File: src/design/minx_pkg.sv
package minx_pkg;

    // Bus cycle kind, same 2-bit field as the core's bus_status
    typedef enum logic [1:0] {
        BUS_IDLE        = 2'd0,
        BUS_MEM_READ    = 2'd1,
        BUS_MEM_WRITE   = 2'd2,
        BUS_VECTOR_READ = 2'd3
    } bus_status_t;

    // Register window
    localparam logic [23:0] REG_BASE   = 24'h00_2080;
    localparam logic [23:0] REG_LAST   = 24'h00_20FF;
    localparam logic [23:0] COPY_BASE  = 24'h00_2080;
    localparam logic [23:0] TIMER_BASE = 24'h00_20A0; // Four bytes per timer

    localparam int MAX_TIMERS = 8;

    // Timer register offsets
    localparam logic [1:0] TMR_RELOAD = 2'd0;
    localparam logic [1:0] TMR_COUNT  = 2'd1;
    localparam logic [1:0] TMR_CTRL   = 2'd2;

    // Copy engine register offsets
    localparam logic [1:0] COPY_SRC  = 2'd0; // Byte picked by the index in control
    localparam logic [1:0] COPY_DST  = 2'd1;
    localparam logic [1:0] COPY_LEN  = 2'd2;
    localparam logic [1:0] COPY_CTRL = 2'd3;

    localparam int CTRL_START = 0;
    localparam int CTRL_CLEAR = 1;

    // One register access as seen by a block
    typedef struct packed {
        logic       sel;
        logic       wr;
        logic [1:0] offset;
        logic [7:0] wdata;
    } reg_access_t;

    // What one master drives onto the system bus
    typedef struct packed {
        logic [23:0] address;
        logic [7:0]  data;
        logic        read;
        logic        write;
        bus_status_t status;
    } bus_t;

endpackage

File: src/design/reg_decode.sv
module reg_decode #(
    parameter int NUM_TIMERS = 3
) (
    input  minx_pkg::bus_t        bus,
    output logic                  reg_hit,
    output minx_pkg::reg_access_t copy_acc,
    output minx_pkg::reg_access_t timer_acc [NUM_TIMERS]
);
    import minx_pkg::*;

    localparam int IDX_W = $clog2(MAX_TIMERS);
    localparam logic [23:0] TIMER_LAST = TIMER_BASE + 24'(4 * MAX_TIMERS - 1);

    logic             is_wr;
    logic             copy_hit;
    logic             timer_hit;
    logic [IDX_W-1:0] timer_idx;

    assign is_wr = bus.write && (bus.status == BUS_MEM_WRITE);

    // Whole window, unmapped bytes read back as zero
    assign reg_hit = (bus.address >= REG_BASE) && (bus.address <= REG_LAST);

    assign copy_hit  = (bus.address[23:2] == COPY_BASE[23:2]);
    assign timer_hit = (bus.address >= TIMER_BASE) && (bus.address <= TIMER_LAST);
    assign timer_idx = bus.address[IDX_W+1:2]; // TIMER_BASE is slot aligned

    always_comb begin
        copy_acc = '{
            sel:    copy_hit,
            wr:     copy_hit && is_wr,
            offset: bus.address[1:0],
            wdata:  bus.data
        };
    end

    always_comb begin
        for (int i = 0; i < NUM_TIMERS; i++) begin
            timer_acc[i].sel    = timer_hit && (timer_idx == IDX_W'(i));
            timer_acc[i].wr     = timer_hit && (timer_idx == IDX_W'(i)) && is_wr;
            timer_acc[i].offset = bus.address[1:0];
            timer_acc[i].wdata  = bus.data;
        end
    end

endmodule

File: src/design/timer_channel.sv
module timer_channel (
    input  logic                  clk,
    input  logic                  rst_n,
    input  minx_pkg::reg_access_t acc,
    output logic [7:0]            rdata,
    output logic                  irq
);
    import minx_pkg::*;

    logic [7:0] reload;
    logic [7:0] count;
    logic       enable;
    logic       flag;
    logic       wr_reload;
    logic       wr_ctrl;

    assign wr_reload = acc.sel && acc.wr && (acc.offset == TMR_RELOAD);
    assign wr_ctrl   = acc.sel && acc.wr && (acc.offset == TMR_CTRL);

    always_ff @(posedge clk or negedge rst_n) begin
        if (!rst_n) begin
            reload <= '0;
            count  <= '0;
            enable <= 1'b0;
            flag   <= 1'b0;
        end else begin
            if (wr_reload)
                reload <= acc.wdata;
            if (wr_ctrl) begin
                enable <= acc.wdata[0];
                if (acc.wdata[7])
                    flag <= 1'b0; // Write one to clear
            end

            // Count tracks reload while stopped, so it starts from R
            if (!enable) begin
                count <= wr_reload ? acc.wdata : reload;
            end else if (count == 8'd0) begin
                count <= reload;
                flag  <= 1'b1;
            end else begin
                count <= count - 8'd1;
            end
        end
    end

    always_comb begin
        rdata = 8'h00;
        if (acc.sel) begin
            case (acc.offset)
                TMR_RELOAD: rdata = reload;
                TMR_COUNT:  rdata = count;
                TMR_CTRL:   rdata = {flag, 6'b0, enable};
                default:    rdata = 8'h00;
            endcase
        end
    end

    assign irq = flag;

endmodule

File: src/design/periph_collect.sv
module periph_collect #(
    parameter int NUM_TIMERS = 3
) (
    input  logic [7:0]            copy_rdata,
    input  logic [7:0]            timer_rdata [NUM_TIMERS],
    input  logic                  copy_irq,
    input  logic [NUM_TIMERS-1:0] timer_irq,
    output logic [7:0]            reg_rdata,
    output logic [NUM_TIMERS:0]   irq
);

    // Unselected blocks return zero, so a plain OR merges them
    always_comb begin
        reg_rdata = copy_rdata;
        for (int i = 0; i < NUM_TIMERS; i++) begin
            reg_rdata = reg_rdata | timer_rdata[i];
        end
    end

    // Bit 0 copy done, timers above it
    assign irq = {timer_irq, copy_irq};

endmodule

File: src/design/copy_engine.sv
module copy_engine (
    input  logic                  clk,
    input  logic                  rst_n,
    input  minx_pkg::reg_access_t acc,
    input  logic [7:0]            bus_data_in,
    input  logic                  bus_ack,
    output minx_pkg::bus_t        dma_bus,
    output logic                  bus_request,
    output logic [7:0]            rdata,
    output logic                  irq_copy_done
);
    import minx_pkg::*;

    typedef enum logic {
        PH_READ,
        PH_WRITE
    } phase_t;

    logic [23:0] src;
    logic [23:0] dst;
    logic [7:0]  len;
    logic [1:0]  byte_idx;
    logic        busy;
    logic        done;
    phase_t      phase;
    logic [7:0]  data_buf;
    logic        xfer;
    logic        reg_wr;

    function automatic logic [23:0] put_byte(input logic [23:0] word, input logic [1:0] idx,
                                             input logic [7:0] value);
        logic [23:0] res;
        res = word;
        case (idx)
            2'd0:    res[7:0]   = value;
            2'd1:    res[15:8]  = value;
            2'd2:    res[23:16] = value;
            default: res = word;
        endcase
        return res;
    endfunction

    function automatic logic [7:0] get_byte(input logic [23:0] word, input logic [1:0] idx);
        logic [7:0] res;
        res = 8'h00;
        if (idx != 2'd3)
            res = word[idx*8 +: 8];
        return res;
    endfunction

    assign xfer   = busy && bus_ack; // No bus cycle without the grant
    assign reg_wr = acc.sel && acc.wr;

    always_ff @(posedge clk or negedge rst_n) begin
        if (!rst_n) begin
            src      <= '0;
            dst      <= '0;
            len      <= '0;
            byte_idx <= '0;
            busy     <= 1'b0;
            done     <= 1'b0;
            phase    <= PH_READ;
        end else begin
            if (reg_wr) begin
                case (acc.offset)
                    COPY_SRC: if (!busy) src <= put_byte(src, byte_idx, acc.wdata);
                    COPY_DST: if (!busy) dst <= put_byte(dst, byte_idx, acc.wdata);
                    COPY_LEN: if (!busy) len <= acc.wdata;
                    default: begin
                        byte_idx <= acc.wdata[5:4];
                        if (acc.wdata[CTRL_CLEAR])
                            done <= 1'b0;
                        if (acc.wdata[CTRL_START] && !busy) begin
                            phase <= PH_READ;
                            done  <= (len == 8'd0); // Empty copy finishes at once
                            busy  <= (len != 8'd0);
                        end
                    end
                endcase
            end

            if (xfer) begin
                if (phase == PH_READ) begin
                    phase <= PH_WRITE;
                end else begin
                    phase <= PH_READ;
                    src   <= src + 24'd1;
                    dst   <= dst + 24'd1;
                    len   <= len - 8'd1;
                    if (len == 8'd1) begin
                        busy <= 1'b0;
                        done <= 1'b1;
                    end
                end
            end
        end
    end

    always_ff @(posedge clk) begin
        if (xfer && phase == PH_READ)
            data_buf <= bus_data_in; // Sampled at end of read cycle
    end

    always_comb begin
        dma_bus = '{address: '0, data: '0, read: 1'b0, write: 1'b0, status: BUS_IDLE};
        if (xfer) begin
            if (phase == PH_READ) begin
                dma_bus.address = src;
                dma_bus.read    = 1'b1;
                dma_bus.status  = BUS_MEM_READ;
            end else begin
                dma_bus.address = dst;
                dma_bus.data    = data_buf;
                dma_bus.write   = 1'b1;
                dma_bus.status  = BUS_MEM_WRITE;
            end
        end
    end

    always_comb begin
        rdata = 8'h00;
        if (acc.sel) begin
            case (acc.offset)
                COPY_SRC: rdata = get_byte(src, byte_idx);
                COPY_DST: rdata = get_byte(dst, byte_idx);
                COPY_LEN: rdata = len;
                default:  rdata = {2'b0, byte_idx, 2'b0, done, busy};
            endcase
        end
    end

    assign bus_request   = busy;
    assign irq_copy_done = done;

endmodule

File: src/design/minx_soc.sv
module minx_soc #(
    parameter int NUM_TIMERS = 3
) (
    input  logic                  clk,
    input  logic                  rst_n,
    input  logic [7:0]            data_in,
    input  minx_pkg::bus_t        cpu_bus,
    input  logic                  bus_ack,
    output logic [7:0]            data_out,
    output logic [23:0]           address_out,
    output logic                  read,
    output logic                  write,
    output minx_pkg::bus_status_t bus_status,
    output logic [7:0]            cpu_data_in,
    output logic                  bus_request,
    output logic [NUM_TIMERS:0]   irq
);
    import minx_pkg::*;

    bus_t                  dma_bus;
    bus_t                  active_bus;
    logic                  reg_hit;
    reg_access_t           copy_acc;
    reg_access_t           timer_acc [NUM_TIMERS];
    logic [7:0]            copy_rdata;
    logic [7:0]            timer_rdata [NUM_TIMERS];
    logic                  copy_irq;
    logic [NUM_TIMERS-1:0] timer_irq;
    logic [7:0]            reg_rdata;

    // DMA owns the bus for as long as the grant is held
    assign active_bus = bus_ack ? dma_bus : cpu_bus;

    assign data_out    = active_bus.data;
    assign address_out = active_bus.address;
    assign read        = active_bus.read;
    assign write       = active_bus.write;
    assign bus_status  = active_bus.status;

    assign cpu_data_in = (reg_hit && active_bus.status == BUS_MEM_READ) ? reg_rdata : data_in;

    reg_decode #(
        .NUM_TIMERS (NUM_TIMERS)
    ) i_reg_decode (
        .bus       (active_bus),
        .reg_hit   (reg_hit),
        .copy_acc  (copy_acc),
        .timer_acc (timer_acc)
    );

    copy_engine i_copy_engine (
        .clk           (clk),
        .rst_n         (rst_n),
        .acc           (copy_acc),
        .bus_data_in   (data_in),
        .bus_ack       (bus_ack),
        .dma_bus       (dma_bus),
        .bus_request   (bus_request),
        .rdata         (copy_rdata),
        .irq_copy_done (copy_irq)
    );

    for (genvar i = 0; i < NUM_TIMERS; i++) begin : g_timer
        timer_channel i_timer (
            .clk   (clk),
            .rst_n (rst_n),
            .acc   (timer_acc[i]),
            .rdata (timer_rdata[i]),
            .irq   (timer_irq[i])
        );
    end

    periph_collect #(
        .NUM_TIMERS (NUM_TIMERS)
    ) i_periph_collect (
        .copy_rdata  (copy_rdata),
        .timer_rdata (timer_rdata),
        .copy_irq    (copy_irq),
        .timer_irq   (timer_irq),
        .reg_rdata   (reg_rdata),
        .irq         (irq)
    );

endmodule

File: config.mk
export PLATFORM = sky130hd
export DESIGN_NAME = minx_soc
export DESIGN_NICKNAME = d
export VERILOG_FILES = /design/src/design/minx_pkg.sv /design/src/design/reg_decode.sv /design/src/design/timer_channel.sv /design/src/design/periph_collect.sv /design/src/design/copy_engine.sv /design/src/design/minx_soc.sv
export SDC_FILE = /design/constraint.sdc
export NUM_CORES = 1
export LEC_CHECK = 0
export ABC_AREA = 1
export BUFFER_PORTS_ARGS = -buffer_cell sky130_fd_sc_hd__buf_4
export CAP_MARGIN = 40
export CORE_MARGIN = 2
export CORE_UTILIZATION = 30
export DETAILED_ROUTE_END_ITERATION = 8
export PLACE_DENSITY = 0.57
export SETUP_SLACK_MARGIN = 0.05
export SLEW_MARGIN = 15
export SYNTH_ARGS = -nofsm -noshare
export SYNTH_HDL_FRONTEND = slang
export SYNTH_SLANG_ARGS = --single-unit
export TNS_END_PERCENT = 5
File: constraint.sdc
create_clock -name clk -period 2.85 [get_ports clk]
set_input_delay 0.285 -clock clk [delete_from_list [all_inputs] [get_ports clk]]
set_output_delay 0.285 -clock clk [all_outputs]
set_load 0.02 [all_outputs]
# --- Word level (Yosys, flattened, before mapping) ---
# Cells that the tools add are included.
totals:
  ff_bits: 123
  word_cells: 164
  input_bits: 47
  output_inout_bits: 49
op_classes:
  eq_ne: 12
  add_sub_neg: 6
  order_cmp: 4
  shift: 2
  bitwise_logic: 5
  n_mux: 77
  reduce_logical: 38
op_table:
  columns: ["op", "n"]
  rows:
  - ["24-bit 2-to-1 mux", 11]
  - ["8-bit 2-to-1 mux", 28]
  - ["8-bit case mux with 3 select lines", 4]
  - ["36-bit 2-to-1 mux", 2]
  - ["24-bit by 1-bit adder with 24-bit output, second input constant", 2]
  - ["24-bit by 14-bit greater-or-equal comparator with 1-bit output, second input constant", 2]
  - ["24-bit by 14-bit <= comparator with 1-bit output, second input constant", 2]
  - ["24-bit by 6-bit indexed part select with 8-bit output", 2]
  - ["8-bit zero test", 4]
  - ["8-bit by 1-bit subtractor with 8-bit output, second input constant", 4]
  - ["1-bit 2-to-1 mux", 31]
  - ["1-bit logical AND", 24]
  - ["8-bit bitwise OR", 3]
  - ["22-bit by 12-bit == test with 1-bit output, second input constant", 1]
  - ["8-bit by 1-bit == test with 1-bit output, second input constant", 1]
  - ["8-bit nonzero test", 1]
  - ["2-bit by 1-bit == test with 1-bit output, second input constant", 3]
  - ["2-bit == test, second input constant", 3]
  - ["2-bit zero test", 2]
  - ["2-bit nonzero test", 2]
  - ["3-bit by 1-bit == test with 1-bit output, second input constant", 1]
  - ["3-bit by 2-bit == test with 1-bit output, second input constant", 1]
  - ["3-bit zero test", 1]
  - ["3-bit AND reduction", 1]
  - ["other kinds (7)", 8]

# --- Depth between registers and ports, before layout ---
depth:
  ltp_word: 12
  depth_mapped: 19
  mapped_depth_nobuf: 17

# --- Modules after synthesis ---
# From an unflattened synthesis, not the netlist that was laid out.
unflattened:
  hier_cells: 1600
  area_unflattened_um2: 10317.4
modules_own_cells:
  columns: ["module", "area_per_inst_um2", "cells_each", "seq_area_each_um2", "n_inst"]
  rows:
  - ["copy_engine", 5447.7, 840, 1766.7, 1]
  - ["timer_channel (g_timer[0].i_timer ...)", 1193.6, 170, 450.4, 2]
  - ["timer_channel (g_timer[2].i_timer)", 1201.2, 171, 450.4, 1]
  - ["minx_soc", 631.9, 145, 0.0, 1]
  - ["reg_decode", 529.3, 76, 0.0, 1]
  - ["periph_collect", 120.1, 28, 0.0, 1]

# --- Worst setup path after synthesis ---
# Ideal clock, no wire load.
synth_path:
  path_type: "register to output"
  from: "reg i_copy_engine.busy, in the netlist i_copy_engine.bus_request"
  to: "out cpu_data_in[2]"
  t_arrival_ps: 2738
  path_slack_ps: -173
  path_stages_with_launch: 18
  cell_sequence: "dfrtp_1 > buf_6 > nand2_4 > nor2_1 > nand2_1 > nand3_1 > nand2_1 > inv_1 > nand2_1 > nor2_1 > nand2_1 > nand2_2 > nand3_1 > inv_1 > nand2_1 > nand2_1 > nor2_1 > nor2_1"
synth_via:
  elab_chain_len: 11
  elab_cells_between_ends: 33
synth_lines:
  columns: ["element", "line", "text"]
  rows:
  - ["from (decl)", "copy_engine.sv:23", "logic busy;"]
  - ["from (signal assigned)", "copy_engine.sv:76", "busy <= (len != 8'd0);"]
  - ["1-bit logical AND *", "copy_engine.sv:51", "assign xfer = busy && bus_ack;"]
  - ["36-bit 2-to-1 mux *", "copy_engine.sv:106", "if (xfer) begin"]
  - ["36-bit 2-to-1 mux *", "minx_soc.sv:32", "assign active_bus = bus_ack ? dma_bus : cpu_bus;"]
  - ["named net address_out[5]", "minx_soc.sv:10", "output logic [23:0] address_out,"]
  - ["24-bit by 14-bit greater-or-equal comparator with 1-bit output / 24-bit by 14-bit <= comparator with 1-bit output (equally long branches)", "reg_decode.sv:25", "assign timer_hit = (bus.address >= TIMER_BASE) && (bus.address <= TIMER_LAST);"]
  - ["1-bit logical AND", "reg_decode.sv:25", null]
  - ["1-bit logical AND", "reg_decode.sv:39", "timer_acc[i].sel = timer_hit && (timer_idx == IDX_W'(i));"]
  - ["8-bit 2-to-1 mux", "timer_channel.sv:49", "if (acc.sel) begin"]
  - ["8-bit bitwise OR (3 in series)", "periph_collect.sv:16", "reg_rdata = reg_rdata | timer_rdata[i];"]
  - ["8-bit 2-to-1 mux *", "minx_soc.sv:40", "assign cpu_data_in = (reg_hit && active_bus.status == BUS_MEM_READ) ? reg_rdata : data_in;"]
  - ["to (decl)", "minx_soc.sv:14", "output logic [7:0] cpu_data_in,"]
# The timed path passes the listed nets; every way through them passes the cells marked *.

# --- Final worst setup path ---
layout_path:
  from: "reg i_copy_engine.phase"
  to: "out cpu_data_in[0]"
layout_via:
  elab_chain_len: 11
  elab_cells_between_ends: 34
layout_lines:
  columns: ["element", "line", "text"]
  rows:
  - ["from (decl)", "copy_engine.sv:25", "phase_t phase;"]
  - ["from (signal assigned)", "copy_engine.sv:62", "phase <= PH_READ;"]
  - ["from (signal assigned)", "copy_engine.sv:74", "phase <= PH_READ;"]
  - ["from (signal assigned)", "copy_engine.sv:84", "phase <= PH_WRITE;"]
  - ["24-bit 2-to-1 mux", "copy_engine.sv:107", "if (phase == PH_READ) begin"]
  - ["36-bit 2-to-1 mux *", "copy_engine.sv:106", null]
  - ["36-bit 2-to-1 mux *", "minx_soc.sv:32", null]
  - ["24-bit by 14-bit greater-or-equal comparator with 1-bit output / 24-bit by 14-bit <= comparator with 1-bit output (equally long branches)", "reg_decode.sv:25", null]
  - ["1-bit logical AND", "reg_decode.sv:25", null]
  - ["1-bit logical AND", "reg_decode.sv:39", null]
  - ["8-bit 2-to-1 mux", "timer_channel.sv:49", null]
  - ["8-bit bitwise OR (3 in series)", "periph_collect.sv:16", null]
  - ["8-bit 2-to-1 mux *", "minx_soc.sv:40", null]
# Every way passes the cells marked *; elsewhere a longest branch is shown, timed or not.

==> results.md <==
* Outcome: finished, violations left
* Violated checks: negative setup slack
* Post-synthesis xor/xnor area fraction at 0.0259
* Fin Setup TNS at -1820 ps
* Initial Util at 0.304
* Clk sinks at 123
* PD cells at 633 nW/um^2
* Number of port buffers at between 90 and 100
* Hold Crit Class: primary input to flop
* Static Leak at 6.44 nW
* Cells after Synth at around 1.6k
* Number of CTS-inserted buffers at 17
* Synth async-reset ratio at 0.935
* Critical path type: flop to output port
* # diodes at 0
* CP bufs+invs at 4
* Vias in the first global route at between 10k and 15k
* Top-count cell post-synth: nand2_1
* Worst endpoint required time at 2570 ps
* Clk_skew at 11.7 ps
* Global-route wire length before repair at 65200 um
* Setup ws final at -277 ps
* Fin crit share at 1.10
* Leading area contributor after synthesis: dfrtp_1
* Area share of the largest cell type after synthesis at 0.283
* Maximum vdd ir drop at 371 uV
* Maximum number of pins on one net before global-route repair at 60
* Sequential share of the synthesized area at 0.307
* Total chip power at 8.35 mW
* Routed WL per cell at 18.9 um
* Core area at 33400 um^2
* CP top delay family: simple AND/OR/NAND/NOR gates
* Post-route ant nets at 0
* Number of enable flip-flop cells after synthesis at 8
* RSZ-0062 raised after global routing: true
* Via density at between 5 and 6
* Post-synthesis compound-gate area fraction at 0.166
* Max Cap Violations at 0
* Cell Chain, Critical Path: buf_12 -> inv_16 -> nand2_1 -> nand2_1 -> nand2_2 -> nand2_4 -> nand2_2 -> nor2_4 -> nand2_1 -> nor2_1 -> nand2_2 -> nand2_4 -> buf_6 -> nand4_1 -> nand3_1 -> nand2_1 -> a21oi_2 -> buf_4
* Crit start category: flop
* Synthesized area at 10200 um^2
* Latest clock arrival within the worst-skew pair at 440 ps
* Fmax at about 320 MHz
* Vias at 11.9k
* TritonCTS clock tree: yes
* Routability cong. at 0.942
* Top cells by count, synth: 560 x nand2_1, 175 x o21ai_0, 174 x inv_1, 125 x nor2_1, 123 x nand3_1
* Worst slack, placed at -231 ps
* Hold Violations, Final at 0
* GRT overflow at 0
* Die area at between 30000 and 40000 um^2
* Crit path time final at 3130 ps
* CP max stage cell: dfrtp_2
* Arrival time at the worst endpoint at 2840 ps
* Final net count at 1865
* Clock-pin transition on the worst setup and hold timing paths at 70 ps
* Avg Cell Area, Syn at 6.18 um^2
* Worst hold slack at between 30 and 40 ps
* Mux contribution to synthesized area at 0
* Worst slew margin at 0.549
* Most frequent CP cell: nand2_1
* Adder-cell share of the synthesized area at 0.0135
* Initial DRC count at 1169
* Initial antenna violation count at 1
* # IOs at 96
* Final instance area at about 13000 um^2
* Final max-slew violation count at 0
* Root buf cell: clkbuf_16
* GRT Total Usage at 0.238
* Crit. End Element: output port
* Yosys reg bits at between 100 and 150
* Synth unique cells at 43
* Yosys warnings at 0
* Post-Route WL at 42900 um
* CP max stage delay at 460 ps
* HPWL after DPL at 31800 um
* Die width at 188 um
* CP max FO at 12
* Main synth FF type: dfrtp_1
* Placed instance area at about 12000 um^2
* Fillers at 3611
* Final setup viols at 8
* Tightest Pin Transition at 674 ps
* Post-Syn Nets at ~1.7k
* Die Ht at approximately 190 um
* Top cells by area, synth: dfrtp_1 28%, nand2_1 21%, o21ai_0 8.6%
* Post-Synth Simple-Gate Area at 0.379
* H-Tree Depth at 4
* Combinational family with the most area after synthesis: simple AND/OR/NAND/NOR gates
* Initial DRT Pass Iterations at 5
* Layout cell share with drive strength beyond 1 at 0.204
* Site Rows at 67
* # DRC at 0
* Area Growth Syn to Fin at 29.8%
* CTS Buffer Depth at 2
path summary, 6_finish.rpt:
| check | start | end | slack, ps | cells past startpoint |
|---|---|---|---|---|
| max | i_copy_engine.phase | cpu_data_in[0] | -280 | 18 |
| min | data_in[1] | i_copy_engine.data_buf[1] | 30 | 1 |
| max reg2reg | i_copy_engine.phase | i_copy_engine.len[4] | 110 | 15 |
| min reg2reg | g_timer[1].i_timer.reload[4] | g_timer[1].i_timer.reload[4] | 510 | 2 |
| max in group asynchronous | rst_n | i_copy_engine.src[10] | 1560 | 3 |
| min in group asynchronous | rst_n | g_timer[2].i_timer.reload[1] | 430 | 2 |
report_power, final:
group	internal (mW)	switching (mW)	leakage, nW
clock network	1.25	0.916	0.273
registers	2.08	0.434	1.56
logic	1.33	2.34	4.61
total	4.66	3.69	6.44
cells by family after synthesis:
group                    Yosys count
adder cells (fa/ha/maj)           11
buffers and inverters            267
XOR/XNOR                          30
AND/OR/NAND/NOR                  901
AO/OA/AOI/OAI                    311
flip-flops                       123
metal layers:
metal  wire length, um  vias to the layer above  share of wire  global-route usage
met5                 0                        -              0                   0
met4              1900                        0          0.044               0.106
met3              3020                      100          0.070              0.0406
met2             19700                      515           0.46               0.384
met1             18300                     5602           0.43               0.312
li1                  -                     5704              -                   -
stage by stage:
stage                     std cells  utilization
after floorplan                1643            -
after global placement         2206        0.356
after detailed placement       2206        0.356
after CTS                      2247        0.378
after global routing           2268        0.394
final                          2268        0.394
registers in the layout, indices dropped and copies added, names as in the netlist:
signal	flops
i_copy_engine.byte_idx	2
i_copy_engine.bus_request	1
i_copy_engine.src	24
i_copy_engine.dst	24
i_copy_engine.irq_copy_done	1
g_timer.i_timer.enable	3
i_copy_engine.data_buf	8
g_timer.i_timer.count	24
i_copy_engine.len	8
i_copy_engine.phase	1
g_timer.i_timer.irq	3
g_timer.i_timer.reload	24
repair_timing:
| action | 4_1_cts | 5_1_grt |
|---|---|---|
| hold buffers | 1 | 0 |
| gates cloned | 0 | 3 |
| hold endpoints to repair | 45 | 0 |
| gates resized for setup | 35 | 104 |
| pin swaps | 6 | 48 |
| setup buffers | 8 | 18 |
| setup endpoints to repair | 43 | 74 |
cell usage in the layout, fill, tap and decap left out, drive strengths merged, types with 7 or more instances in the layout:
cell type / count
nor3: 16
a21oi: 59
o21ai: 198
nand2: 564
o211ai: 24
o221ai: 7
nor2: 129
clkbuf: 22
ha: 11
inv: 183
dfrtp: 115
xor2: 30
buf: 223
o22ai: 13
nand3: 127
nand4: 55
clkinv: 10
edfxtp: 8
cell type report:
class	instances	area, um^2	area share
tap	448	561	0.0425
inverter	186	738	0.0560
clock buffer	20	457	0.0346
multi-input combinational	1253	6310	0.479
sequential	123	3120	0.236
clock inverter	12	116	0.00882
timing repair buffer	226	1890	0.143
(Power assumes the default switching activity.)
